`config.mk`:
```
export PLATFORM = sky130hd
export DESIGN_NAME = cache_subsys_top
export DESIGN_NICKNAME = d
export VERILOG_FILES = /design/src/common/cache_mem_pkg.sv /design/src/common/cache_req_pkg.sv /design/src/logic/cache_subsys_top.sv /design/src/cache_core/cache_array.sv /design/src/cache_core/cache_split.sv
export VERILOG_INCLUDE_DIRS = /design/src /design/src/common
export SDC_FILE = /design/constraint.sdc
export NUM_CORES = 2
export LEC_CHECK = 0
export ABC_AREA = 1
export BUFFER_PORTS_ARGS = -buffer_cell sky130_fd_sc_hd__clkbuf_2
export CAP_MARGIN = 20
export CORE_ASPECT_RATIO = 1.2
export CORE_MARGIN = 4
export CORE_UTILIZATION = 60
export DETAILED_ROUTE_END_ITERATION = 7
export GPL_TIMING_DRIVEN = 0
export PLACE_DENSITY = 0.79
export SLEW_MARGIN = 20
export SYNTH_ARGS = -nofsm -noshare
export SYNTH_HDL_FRONTEND = slang
export SYNTH_HIERARCHICAL = 1
export SYNTH_SLANG_ARGS = --single-unit
```
`constraint.sdc`:
```
create_clock -name clk -period 23.8 [get_ports clk]
set_clock_uncertainty 0.05 [all_clocks]
set_input_delay 1.19 -clock clk [delete_from_list [all_inputs] [get_ports clk]]
set_output_delay 1.19 -clock clk [all_outputs]
set_load 0.05 [all_outputs]
```
`src/common/cache_settings.svh`:
```
// Size settings of the unaligned data cache subsystem.
// Included by both packages and by every RTL file that needs a width.

`ifndef CACHE_SETTINGS_SVH
`define CACHE_SETTINGS_SVH

// byte address width
`define CACHE_ADDR_W      32

// request data width, 1 to 8 bytes per access
`define CACHE_DATA_W      64

// line size in bytes, also the split boundary
`define CACHE_LINE_BYTES  16

// number of direct-mapped lines
`define CACHE_LINES       16

`endif
```
`src/common/cache_mem_pkg.sv`:
```
// Line-side types of the cache array and its memory port.
// An address splits into tag, line index and byte offset, from top to bottom.

`default_nettype none

`include "cache_settings.svh"

package cache_mem_pkg;

  localparam int OFF_W = $clog2(`CACHE_LINE_BYTES);  // byte offset bits
  localparam int IDX_W = $clog2(`CACHE_LINES);       // line index bits
  localparam int TAG_W = `CACHE_ADDR_W - IDX_W - OFF_W;

  // byte k of the line in bits 8k+7:8k
  typedef logic [`CACHE_LINE_BYTES*8-1:0] line_t;

  typedef logic [OFF_W-1:0] offset_t;

  typedef logic [IDX_W-1:0] index_t;

  typedef logic [TAG_W-1:0] tag_t;

endpackage

`default_nettype wire

```
`src/common/cache_req_pkg.sv`:
```
// Request-side types for the requester, the splitter and the cache array.
// Data words are little-endian, so byte 0 of an access sits in bits 7:0.

`default_nettype none

`include "cache_settings.svh"

package cache_req_pkg;

  typedef enum logic {
    OP_READ  = 1'b0,
    OP_WRITE = 1'b1
  } op_t;

  localparam int NBYTES_W = $clog2(`CACHE_DATA_W / 8);  // 3 bits for 8 bytes

  typedef logic [NBYTES_W-1:0] nbytes_t;  // stored as count minus one

  typedef logic [`CACHE_DATA_W-1:0] word_t;

endpackage

`default_nettype wire

```
`src/logic/cache_subsys_top.sv`:
```
// Top level of the unaligned data cache subsystem.
// The requester talks to the splitter, and the cache array owns the
// line-wide memory port that the backing memory answers.

`timescale 1ns/100ps
`default_nettype none

`include "cache_settings.svh"

module cache_subsys_top (
  input  wire                          clk,
  input  wire                          rst,
  input  wire                          i_req,
  input  wire  [`CACHE_ADDR_W-1:0]     i_addr,
  input  wire  cache_req_pkg::op_t     i_op,
  input  wire  cache_req_pkg::nbytes_t i_nbytes,
  input  wire  cache_req_pkg::word_t   i_wdata,
  output wire  cache_req_pkg::word_t   o_rdata,
  output wire                          o_ack,
  output wire                          o_mem_valid,
  output wire                          o_mem_we,
  output wire  [`CACHE_ADDR_W-1:0]     o_mem_addr,
  output wire  cache_mem_pkg::line_t   o_mem_wdata,
  input  wire                          i_mem_ready,
  input  wire  cache_mem_pkg::line_t   i_mem_rdata
);

  wire                          part_req;
  wire [`CACHE_ADDR_W-1:0]      part_addr;
  wire cache_req_pkg::op_t      part_op;
  wire cache_req_pkg::nbytes_t  part_nbytes;
  wire cache_req_pkg::word_t    part_wdata;
  wire cache_req_pkg::word_t    part_rdata;
  wire                          part_ack;

  cache_split u_split (
    .clk           (clk),
    .rst           (rst),
    .i_req         (i_req),
    .i_addr        (i_addr),
    .i_op          (i_op),
    .i_nbytes      (i_nbytes),
    .i_wdata       (i_wdata),
    .o_rdata       (o_rdata),
    .o_ack         (o_ack),
    .o_part_req    (part_req),
    .o_part_addr   (part_addr),
    .o_part_op     (part_op),
    .o_part_nbytes (part_nbytes),
    .o_part_wdata  (part_wdata),
    .i_part_rdata  (part_rdata),
    .i_part_ack    (part_ack)
  );

  cache_array u_array (
    .clk         (clk),
    .rst         (rst),
    .i_req       (part_req),
    .i_addr      (part_addr),
    .i_op        (part_op),
    .i_nbytes    (part_nbytes),
    .i_wdata     (part_wdata),
    .o_rdata     (part_rdata),
    .o_ack       (part_ack),
    .o_mem_valid (o_mem_valid),
    .o_mem_we    (o_mem_we),
    .o_mem_addr  (o_mem_addr),
    .o_mem_wdata (o_mem_wdata),
    .i_mem_ready (i_mem_ready),
    .i_mem_rdata (i_mem_rdata)
  );

endmodule

`default_nettype wire

```
`src/cache_core/cache_array.sv`:
```
// Direct-mapped write-back, write-allocate cache for accesses inside one line.
// A miss writes back a dirty victim, refills the line over the memory port
// and then looks up again. A hit acknowledges two cycles after the request.

`timescale 1ns/100ps
`default_nettype none

`include "cache_settings.svh"

module cache_array (
  input  wire                          clk,
  input  wire                          rst,
  input  wire                          i_req,
  input  wire  [`CACHE_ADDR_W-1:0]     i_addr,
  input  wire  cache_req_pkg::op_t     i_op,
  input  wire  cache_req_pkg::nbytes_t i_nbytes,
  input  wire  cache_req_pkg::word_t   i_wdata,
  output       cache_req_pkg::word_t   o_rdata,
  output logic                         o_ack,
  output logic                         o_mem_valid,
  output logic                         o_mem_we,
  output logic [`CACHE_ADDR_W-1:0]     o_mem_addr,
  output       cache_mem_pkg::line_t   o_mem_wdata,
  input  wire                          i_mem_ready,
  input  wire  cache_mem_pkg::line_t   i_mem_rdata
);

  localparam int OFF_W  = cache_mem_pkg::OFF_W;
  localparam int IDX_W  = cache_mem_pkg::IDX_W;
  localparam int TAG_W  = cache_mem_pkg::TAG_W;
  localparam int LB     = `CACHE_LINE_BYTES;
  localparam int WBYTES = `CACHE_DATA_W / 8;

  typedef enum logic [2:0] {
    ST_IDLE,
    ST_LOOKUP,
    ST_WBACK,
    ST_REFILL,
    ST_RESP
  } state_t;

  state_t                  state_q;

  cache_mem_pkg::line_t    data_q  [`CACHE_LINES];
  cache_mem_pkg::tag_t     tag_q   [`CACHE_LINES];
  logic [`CACHE_LINES-1:0] valid_q;
  logic [`CACHE_LINES-1:0] dirty_q;

  cache_mem_pkg::offset_t  off;
  cache_mem_pkg::index_t   idx;
  cache_mem_pkg::tag_t     tag;
  logic [4:0]              n_all;
  logic                    hit;
  logic                    is_write;
  logic [LB-1:0]           byte_en;
  cache_mem_pkg::line_t    byte_mask;
  cache_mem_pkg::line_t    cur_line;
  cache_mem_pkg::line_t    shifted_wdata;
  cache_mem_pkg::line_t    wr_line;
  cache_mem_pkg::line_t    rd_line;
  cache_req_pkg::word_t    word_mask;
  cache_req_pkg::word_t    rd_word;

  assign off      = i_addr[OFF_W-1:0];
  assign idx      = i_addr[OFF_W +: IDX_W];
  assign tag      = i_addr[`CACHE_ADDR_W-1 -: TAG_W];
  assign n_all    = {2'b00, i_nbytes} + 5'd1;
  assign is_write = (i_op == cache_req_pkg::OP_WRITE);

  assign cur_line = data_q[idx];
  assign hit      = valid_q[idx] && (tag_q[idx] == tag);

  // n bytes starting at off, never past the line end
  assign byte_en = ((LB'(1) << n_all) - LB'(1)) << off;

  always_comb begin
    for (int k = 0; k < LB; k++) begin
      byte_mask[8*k +: 8] = {8{byte_en[k]}};
    end
    for (int j = 0; j < WBYTES; j++) begin
      word_mask[8*j +: 8] = {8{j < n_all}};  // zero beyond the length
    end
  end

  assign shifted_wdata = cache_mem_pkg::line_t'(i_wdata) << {off, 3'b000};
  assign wr_line       = (cur_line & ~byte_mask) | (shifted_wdata & byte_mask);
  assign rd_line       = cur_line >> {off, 3'b000};
  assign rd_word       = rd_line[`CACHE_DATA_W-1:0] & word_mask;

  assign o_ack       = (state_q == ST_RESP);
  assign o_mem_valid = (state_q == ST_WBACK) || (state_q == ST_REFILL);
  assign o_mem_we    = (state_q == ST_WBACK);
  assign o_mem_wdata = cur_line;  // victim line on write-back
  assign o_mem_addr  = {(state_q == ST_WBACK) ? tag_q[idx] : tag, idx, {OFF_W{1'b0}}};

  always_ff @(posedge clk) begin
    if (rst) begin
      state_q <= ST_IDLE;
      valid_q <= '0;
      dirty_q <= '0;
    end else begin
      case (state_q)
        ST_IDLE: begin
          if (i_req) begin
            state_q <= ST_LOOKUP;
          end
        end
        ST_LOOKUP: begin
          if (hit) begin
            state_q <= ST_RESP;
            if (is_write) begin
              dirty_q[idx] <= 1'b1;
            end
          end else if (valid_q[idx] && dirty_q[idx]) begin
            state_q <= ST_WBACK;
          end else begin
            state_q <= ST_REFILL;
          end
        end
        ST_WBACK: begin
          if (i_mem_ready) begin
            state_q <= ST_REFILL;
          end
        end
        ST_REFILL: begin
          if (i_mem_ready) begin
            valid_q[idx] <= 1'b1;
            dirty_q[idx] <= 1'b0;
            state_q      <= ST_LOOKUP;  // serve the access as a hit
          end
        end
        ST_RESP: begin
          state_q <= ST_IDLE;
        end
        default: begin
          state_q <= ST_IDLE;
        end
      endcase
    end
  end

  always_ff @(posedge clk) begin
    if (state_q == ST_REFILL && i_mem_ready) begin
      data_q[idx] <= i_mem_rdata;
      tag_q[idx]  <= tag;
    end else if (state_q == ST_LOOKUP && hit && is_write) begin
      data_q[idx] <= wr_line;  // merge the written bytes
    end
    if (state_q == ST_LOOKUP && hit && !is_write) begin
      o_rdata <= rd_word;
    end
  end

endmodule

`default_nettype wire

```
`src/cache_core/cache_split.sv`:
```
// Splits a 1 to 8 byte access that crosses a line into two in-line parts.
// The parts run in order on a req/ack chain to the cache array, and the
// read data of both parts is merged into one little-endian word.

`timescale 1ns/100ps
`default_nettype none

`include "cache_settings.svh"

module cache_split (
  input  wire                          clk,
  input  wire                          rst,
  input  wire                          i_req,
  input  wire  [`CACHE_ADDR_W-1:0]     i_addr,
  input  wire  cache_req_pkg::op_t     i_op,
  input  wire  cache_req_pkg::nbytes_t i_nbytes,
  input  wire  cache_req_pkg::word_t   i_wdata,
  output       cache_req_pkg::word_t   o_rdata,
  output logic                         o_ack,
  output logic                         o_part_req,
  output logic [`CACHE_ADDR_W-1:0]     o_part_addr,
  output       cache_req_pkg::op_t     o_part_op,
  output       cache_req_pkg::nbytes_t o_part_nbytes,
  output       cache_req_pkg::word_t   o_part_wdata,
  input  wire  cache_req_pkg::word_t   i_part_rdata,
  input  wire                          i_part_ack
);

  localparam int OFF_W  = cache_mem_pkg::OFF_W;
  localparam int BASE_W = `CACHE_ADDR_W - OFF_W;

  cache_mem_pkg::offset_t   off;
  logic [4:0]               n_all;     // total bytes, 1 to 8
  logic [4:0]               end_pos;
  logic                     second;    // access crosses the line end
  logic [4:0]               n0;
  logic [4:0]               n1;
  logic [4:0]               nb0;
  logic [4:0]               nb1;
  logic [BASE_W-1:0]        next_base;
  logic [`CACHE_ADDR_W-1:0] addr1;
  cache_req_pkg::word_t     wdata1;
  logic                     last_part;

  logic                     part_req_q;
  logic                     part_idx_q;  // 0 or 1
  logic                     ack_q;       // o_ack of the previous cycle
  cache_req_pkg::word_t     rdata0_q;

  assign off     = i_addr[OFF_W-1:0];
  assign n_all   = {2'b00, i_nbytes} + 5'd1;
  assign end_pos = {1'b0, off} + n_all;
  assign second  = end_pos > 5'(`CACHE_LINE_BYTES);

  // part 0 runs up to the line end, part 1 takes the rest
  assign n0  = second ? (5'(`CACHE_LINE_BYTES) - {1'b0, off}) : n_all;
  assign n1  = n_all - n0;
  assign nb0 = n0 - 5'd1;
  assign nb1 = n1 - 5'd1;

  assign next_base = i_addr[`CACHE_ADDR_W-1:OFF_W] + BASE_W'(1);
  assign addr1     = {next_base, {OFF_W{1'b0}}};
  assign wdata1    = i_wdata >> {n0, 3'b000};  // drop the bytes of part 0

  assign o_part_req    = part_req_q;
  assign o_part_op     = i_op;
  assign o_part_addr   = part_idx_q ? addr1 : i_addr;
  assign o_part_nbytes = part_idx_q ? nb1[2:0] : nb0[2:0];
  assign o_part_wdata  = part_idx_q ? wdata1 : i_wdata;

  assign last_part = !second || part_idx_q;
  assign o_ack     = part_req_q && i_part_ack && last_part;

  // part 1 bytes land above the n0 bytes of part 0
  assign o_rdata = second ? (rdata0_q | (i_part_rdata << {n0, 3'b000})) : i_part_rdata;

  always_ff @(posedge clk) begin
    if (rst) begin
      part_req_q <= 1'b0;
      part_idx_q <= 1'b0;
      ack_q      <= 1'b0;
    end else begin
      ack_q <= o_ack;
      if (part_req_q) begin
        if (i_part_ack) begin
          part_req_q <= 1'b0;                   // one idle cycle between parts
          part_idx_q <= second && !part_idx_q;  // back to 0 after the last part
        end
      end else if (i_req && !ack_q) begin
        part_req_q <= 1'b1;
      end
    end
  end

  always_ff @(posedge clk) begin
    if (part_req_q && i_part_ack && !part_idx_q) begin
      rdata0_q <= i_part_rdata;
    end
  end

endmodule

`default_nettype wire

```
==> impl_metrics.yaml, run 1 <==
cts:
  cts_resized: 0
  ctsHoldBuffers: 0
  cts-htree-levels: 4
  cts_buffer_depth: 3
  clock-sinks: 2598
  cts_setup_buffers: 0
  cts_buffers: 223
  cts-root-buf: "clkbuf_16"
die:
  chipHeight_um: 488
  io_pins: 459
  start_util_pct: 60.5
  die_w_um: 408
  rows: 175
synth:
  ys_seq_elements: 2598
  synth-edff-count: 2560
  yosys_warnings: 6
  syn-instance-count: 10500
  synth_top_area_share_pct: 66.7
  synth.distinct_cells: 56
  yosysTopAreaCell: "edfxtp_1"
  synth.avg_cell_area_um2: 11.0
  synth-async-reset-ratio_pct: 0
  synthFlopType: "edfxtp_1"
  synth.top_cells.by_area: "edfxtp_1 (67%), nand2_1 (11%), a22oi_1 (6.8%), nand3_1 (2.6%), o21ai_0 (2.0%)"
  yosysSeqAreaShare_pct: 67.4
  synth_area_um2: 115000
global_routing:
  grt_use_total_pct: 71.2
  overflow: 95
  antenna_found_initial: 108
  grt_max_degree: 70
placed_design:
  gp_congestion: 1.10
  dp_cells: 13600
  hpwl_mm: 393
  port_buffers: 453
run_status:
  outcome: "aborted with a tool error"
  stop_error: "[ERROR GRT-0232] Routing congestion too high. Check the congestion heatmap in the GUI."
  failed_stage: "global routing (5_1_grt)"
## per-layer routing
layer	overflow	global-route usage [%]
met5	0	36.0
met4	34	65.4
met3	6	55.9
met2	53	86.7
met1	2	73.3
## stage by stage
stage	utilization (%)	setup WS (ns)	hold slack (ns)	instance area (µm²)
2_1_floorplan	-	12.86	0.375	115000
3_3_place_gp	63.4	3.93	0.388	121000
3_5_place_dp	64.8	13.63	0.399	123000
4_1_cts	68.8	14.44	0.403	131000
## synthesized netlist by cell type, types with 3 or more instances
cell / count
a21oi_1: 241
a221oi_1: 14
a22o_1: 24
a22oi_1: 1041
a31oi_1: 25
a41oi_1: 3
and2_1: 8
buf_1: 64
buf_2: 268
buf_4: 44
buf_6: 11
clkbuf_1: 276
clkinv_1: 8
dfxtp_1: 38
edfxtp_1: 2560
ha_1: 16
inv_1: 368
inv_2: 25
mux2i_1: 27
nand2_1: 3442
nand2_2: 8
nand2_4: 3
nand3_1: 595
nand3_2: 4
nand3b_1: 5
nand4_1: 76
nor2_1: 517
nor2_2: 7
nor2_4: 3
nor3_1: 35
nor4_1: 3
o211ai_1: 34
o21a_1: 31
o21ai_0: 469
o21ai_1: 109
o21bai_1: 9
o22ai_1: 6
or2_0: 6
or2_1: 5
or2_2: 24
xnor2_1: 13
xor2_1: 21
## cell families after synthesis
logic type               after synthesis  synth area share [%]
buffers and inverters               1065                  3.98
AND/OR/NAND/NOR                     4746                  16.5
flip-flops                          2598                  67.4
multiplexers                          27                 0.235
XOR/XNOR                              34                 0.259
adder cells (fa/ha/maj)               18                 0.209
other                                  1               0.00326
AO/OA/AOI/OAI                       2016                  11.4
==> inputs of run 2 (changes only) <==
--- a/config.mk
+++ b/config.mk
@@ -9,12 +9,11 @@
 export ABC_AREA = 1
 export BUFFER_PORTS_ARGS = -buffer_cell sky130_fd_sc_hd__clkbuf_2
 export CAP_MARGIN = 20
-export CORE_ASPECT_RATIO = 1.2
 export CORE_MARGIN = 4
-export CORE_UTILIZATION = 60
+export CORE_UTILIZATION = 40
 export DETAILED_ROUTE_END_ITERATION = 7
 export GPL_TIMING_DRIVEN = 0
-export PLACE_DENSITY = 0.79
+export PLACE_DENSITY_LB_ADDON = 0.15
 export SLEW_MARGIN = 20
 export SYNTH_ARGS = -nofsm -noshare
 export SYNTH_HDL_FRONTEND = slang
==> impl_metrics.yaml, run 2 <==
cts:
  cts_setup_buffers: 0
  cts-htree-levels: 5
  clk_latency_ns: 0.94
  cts_tree: "yes"
  cts_buffers: 283
  cts_resized: 0
  cts_buffer_depth: 4
  ctsHoldBuffers: 0
  cts-root-buf: "clkbuf_16"
  clock-sinks: 2598
  path_clk_slew_ns: 0.06
setup_path:
  cp-start-kind: "input pin"
  cp_slowest_stage_delay_ns: 0.78
  crit_top_cell: "nand2_1"
  crit-reg2reg-launch: "u_split/part_idx_q$_SDFFE_PP0P_"
  cp_slowest_cell: "o21ai_0"
  cp.arrival_ns: 10.61
  crit_path_max_fanout: 16
  cp-end-kind: "flip-flop"
  r2r_cells: 28
  reg2reg_slack_ns: 15.52
  required_ns: 24.33
  critPathKind: "input pin to flip-flop"
  reg2reg_to: "u_array/data_q[0][15]$_DFFE_PP_"
placed_design:
  port_buffers: 453
  hpwl_mm: 427
  gp_congestion: 1.06
  dpl_cell_area_um2: 126000
pwr:
  leakagePower_nw: 51.3
  p_per_area_nw_per_um2: 83.0
  peakVddDrop_uv: 81.3
final_layout:
  largest-register: "u_array/data_q"
  multi_input_area_um2: 33500
  largestRegisters: "u_array/data_q: 2048 flops, u_array/tag_q: 384 flops"
  largest_reg_flops: 2048
  area_growth_pct: 17.6
  layout_common_cells: "nand2_1 (3442), edfxtp_1 (2560), a22oi_1 (1041)"
  final_common_cell: "nand2_1"
  seqCellArea_um2: 77600
  nets: 11700
  fillCellCount: 26500
  final_cell_area_um2: 135000
  drive_gt1_share_pct: 13.5
drt:
  drt-initial-drc-count: 12700
  drc: 0
  routed_wl_mm: 572
  post_drt_wl_per_cell_um: 37.0
  ant_nets: 0
  vias_per_cell: 6.03
  drt_first_pass_iters: 6
  num_vias: 93200
timing:
  finalHoldViolCount: 0
  final-setup-viol-count: 0
  setup_tns_ns: 0
  drv_slew: 0
  fin_crit_ns: 10.08
  tightest_slew_ns: 1.26
  rsz0062_at_grt: "no"
  fin_crit_sh_pct: 42.3
  max_slew_margin_pct: 15.5
  fmax_mhz: 99.3
global_routing:
  overflow: 0
  grt_pass1_vias: 86300
  grt_use_total_pct: 37.6
  antenna_found_initial: 47
  grt_pass1_wl_mm: 760
  grt_max_degree: 66
die:
  dieArea_um2: 297000
  start_util_pct: 40.3
  io_pins: 459
  die_w_um: 545
  rows: 196
  chipHeight_um: 545
  core_um2: 286000
hold_path:
  hp-start: "u_array/o_rdata[58]$_DFFE_PP_"
  whs_path_depth: 0
  whs_endpoint: "u_split/rdata0_q[58]$_DFFE_PP_"
  hold_path.class: "flip-flop to flip-flop"
synth:
  synth-async-reset-ratio_pct: 0
  synth_area_um2: 115000
  ys_seq_elements: 2598
  synthTopCellsByCount: "nand2_1 (3442), edfxtp_1 (2560), a22oi_1 (1041)"
  synth.avg_cell_area_um2: 11.0
  yosysTopAreaCell: "edfxtp_1"
  synthFlopType: "edfxtp_1"
  yosys_warnings: 6
  synth.distinct_cells: 56
  syn-instance-count: 10500
  yosysSeqAreaShare_pct: 67.4
  synth_top_area_share_pct: 66.7
  synth.top_cells.by_area: "edfxtp_1 (67%), nand2_1 (11%), a22oi_1 (6.8%), nand3_1 (2.6%), o21ai_0 (2.0%)"
  synth-edff-count: 2560
  synthMostInstantiatedCell: "nand2_1"
run:
  drv_cap: 0
run_status:
  outcome: "complete, no violations"
## run 2: cell counts after synthesis
No cell type changed its count.
## run 2: how the worst max path moves through the flow
| stage | start | endpoint | slack [ns] | cells past startpoint |
|---|---|---|---|---|
| after CTS | i_nbytes[0] | u_array/data_q[2][49]$_DFFE_PP_ | 13.95 | 32 |
| after global routing | i_nbytes[0] | u_array/data_q[7][48]$_DFFE_PP_ | 13.70 | 34 |
| after global placement | i_addr[4] | u_array/data_q[2][15]$_DFFE_PP_ | 1.88 | 20 |
| after floorplan | i_addr[4] | u_array/data_q[0][0]$_DFFE_PP_ | 12.86 | 19 |
| final | i_nbytes[0] | u_array/data_q[6][48]$_DFFE_PP_ | 13.72 | 34 |
| after detailed placement | i_nbytes[0] | u_array/data_q[0][49]$_DFFE_PP_ | 13.01 | 32 |
## run 2: logic make-up after synthesis
kind of cell | after synthesis | share of synthesized area [%]
muxes | 27 | 0.235
other | 1 | 0.00326
buffers and inverters | 1065 | 3.98
xor gates and xnor gates | 34 | 0.259
and+or+nand+nor | 4746 | 16.5
DFF | 2598 | 67.4
AOI/OAI and AO/OA | 2016 | 11.4
adders and majority gates | 18 | 0.209
## run 2: critical path, delay by kind of cell
kind | cells | cell delay [ns]
AOI/OAI and AO/OA | 6 | 2.79
xor gates and xnor gates | 1 | 0.35
adders and majority gates | 5 | 1.72
buffers and inverters | 9 | 2.31
and+or+nand+nor | 13 | 2.18
## run 2: area by class of cell
cell class	instances	share of cell area (%)
buffer	663	2.28
clock buffer	356	5.49
sequential	2598	57.3
timing repair buffer	631	4.12
clock inverter	150	1.29
inverter	402	1.18
tap	3762	3.48
antenna	47	0.0869
multi-input combinational	6845	24.8
## run 2: stage by stage
step	hold slack [ns]	worst slack, ns	utilization [%]	power (mW)	std cells
2_1_floorplan	0.375	12.86	-	6.04	10500
5_1_grt	0.411	13.70	47.3	11.5	15400
3_5_place_dp	0.390	13.01	44.1	6.91	14900
4_1_cts	0.400	13.95	47.3	11.2	15400
3_3_place_gp	0.388	1.88	42.7	6.88	14700
6_report	0.400	13.72	47.4	11.2	15500
## run 2: per-layer routing
layer	up-vias	global-route usage, %	share of wire, %
li1	39400	-	-
met1	46900	49.5	39
met2	5672	57.3	44
met3	1205	6.82	8.8
met4	16	24.4	7.7
met5	-	0	0.018
## run 2: where the power goes
group	internal (mW)	leakage, nW	switching, mW	total (mW)
clock	2.47	4.42	1.88	4.36
combinational	0.365	23.5	1.48	1.84
sequential	5.03	23.3	0.00196	5.04
(Power assumes the default switching activity.)
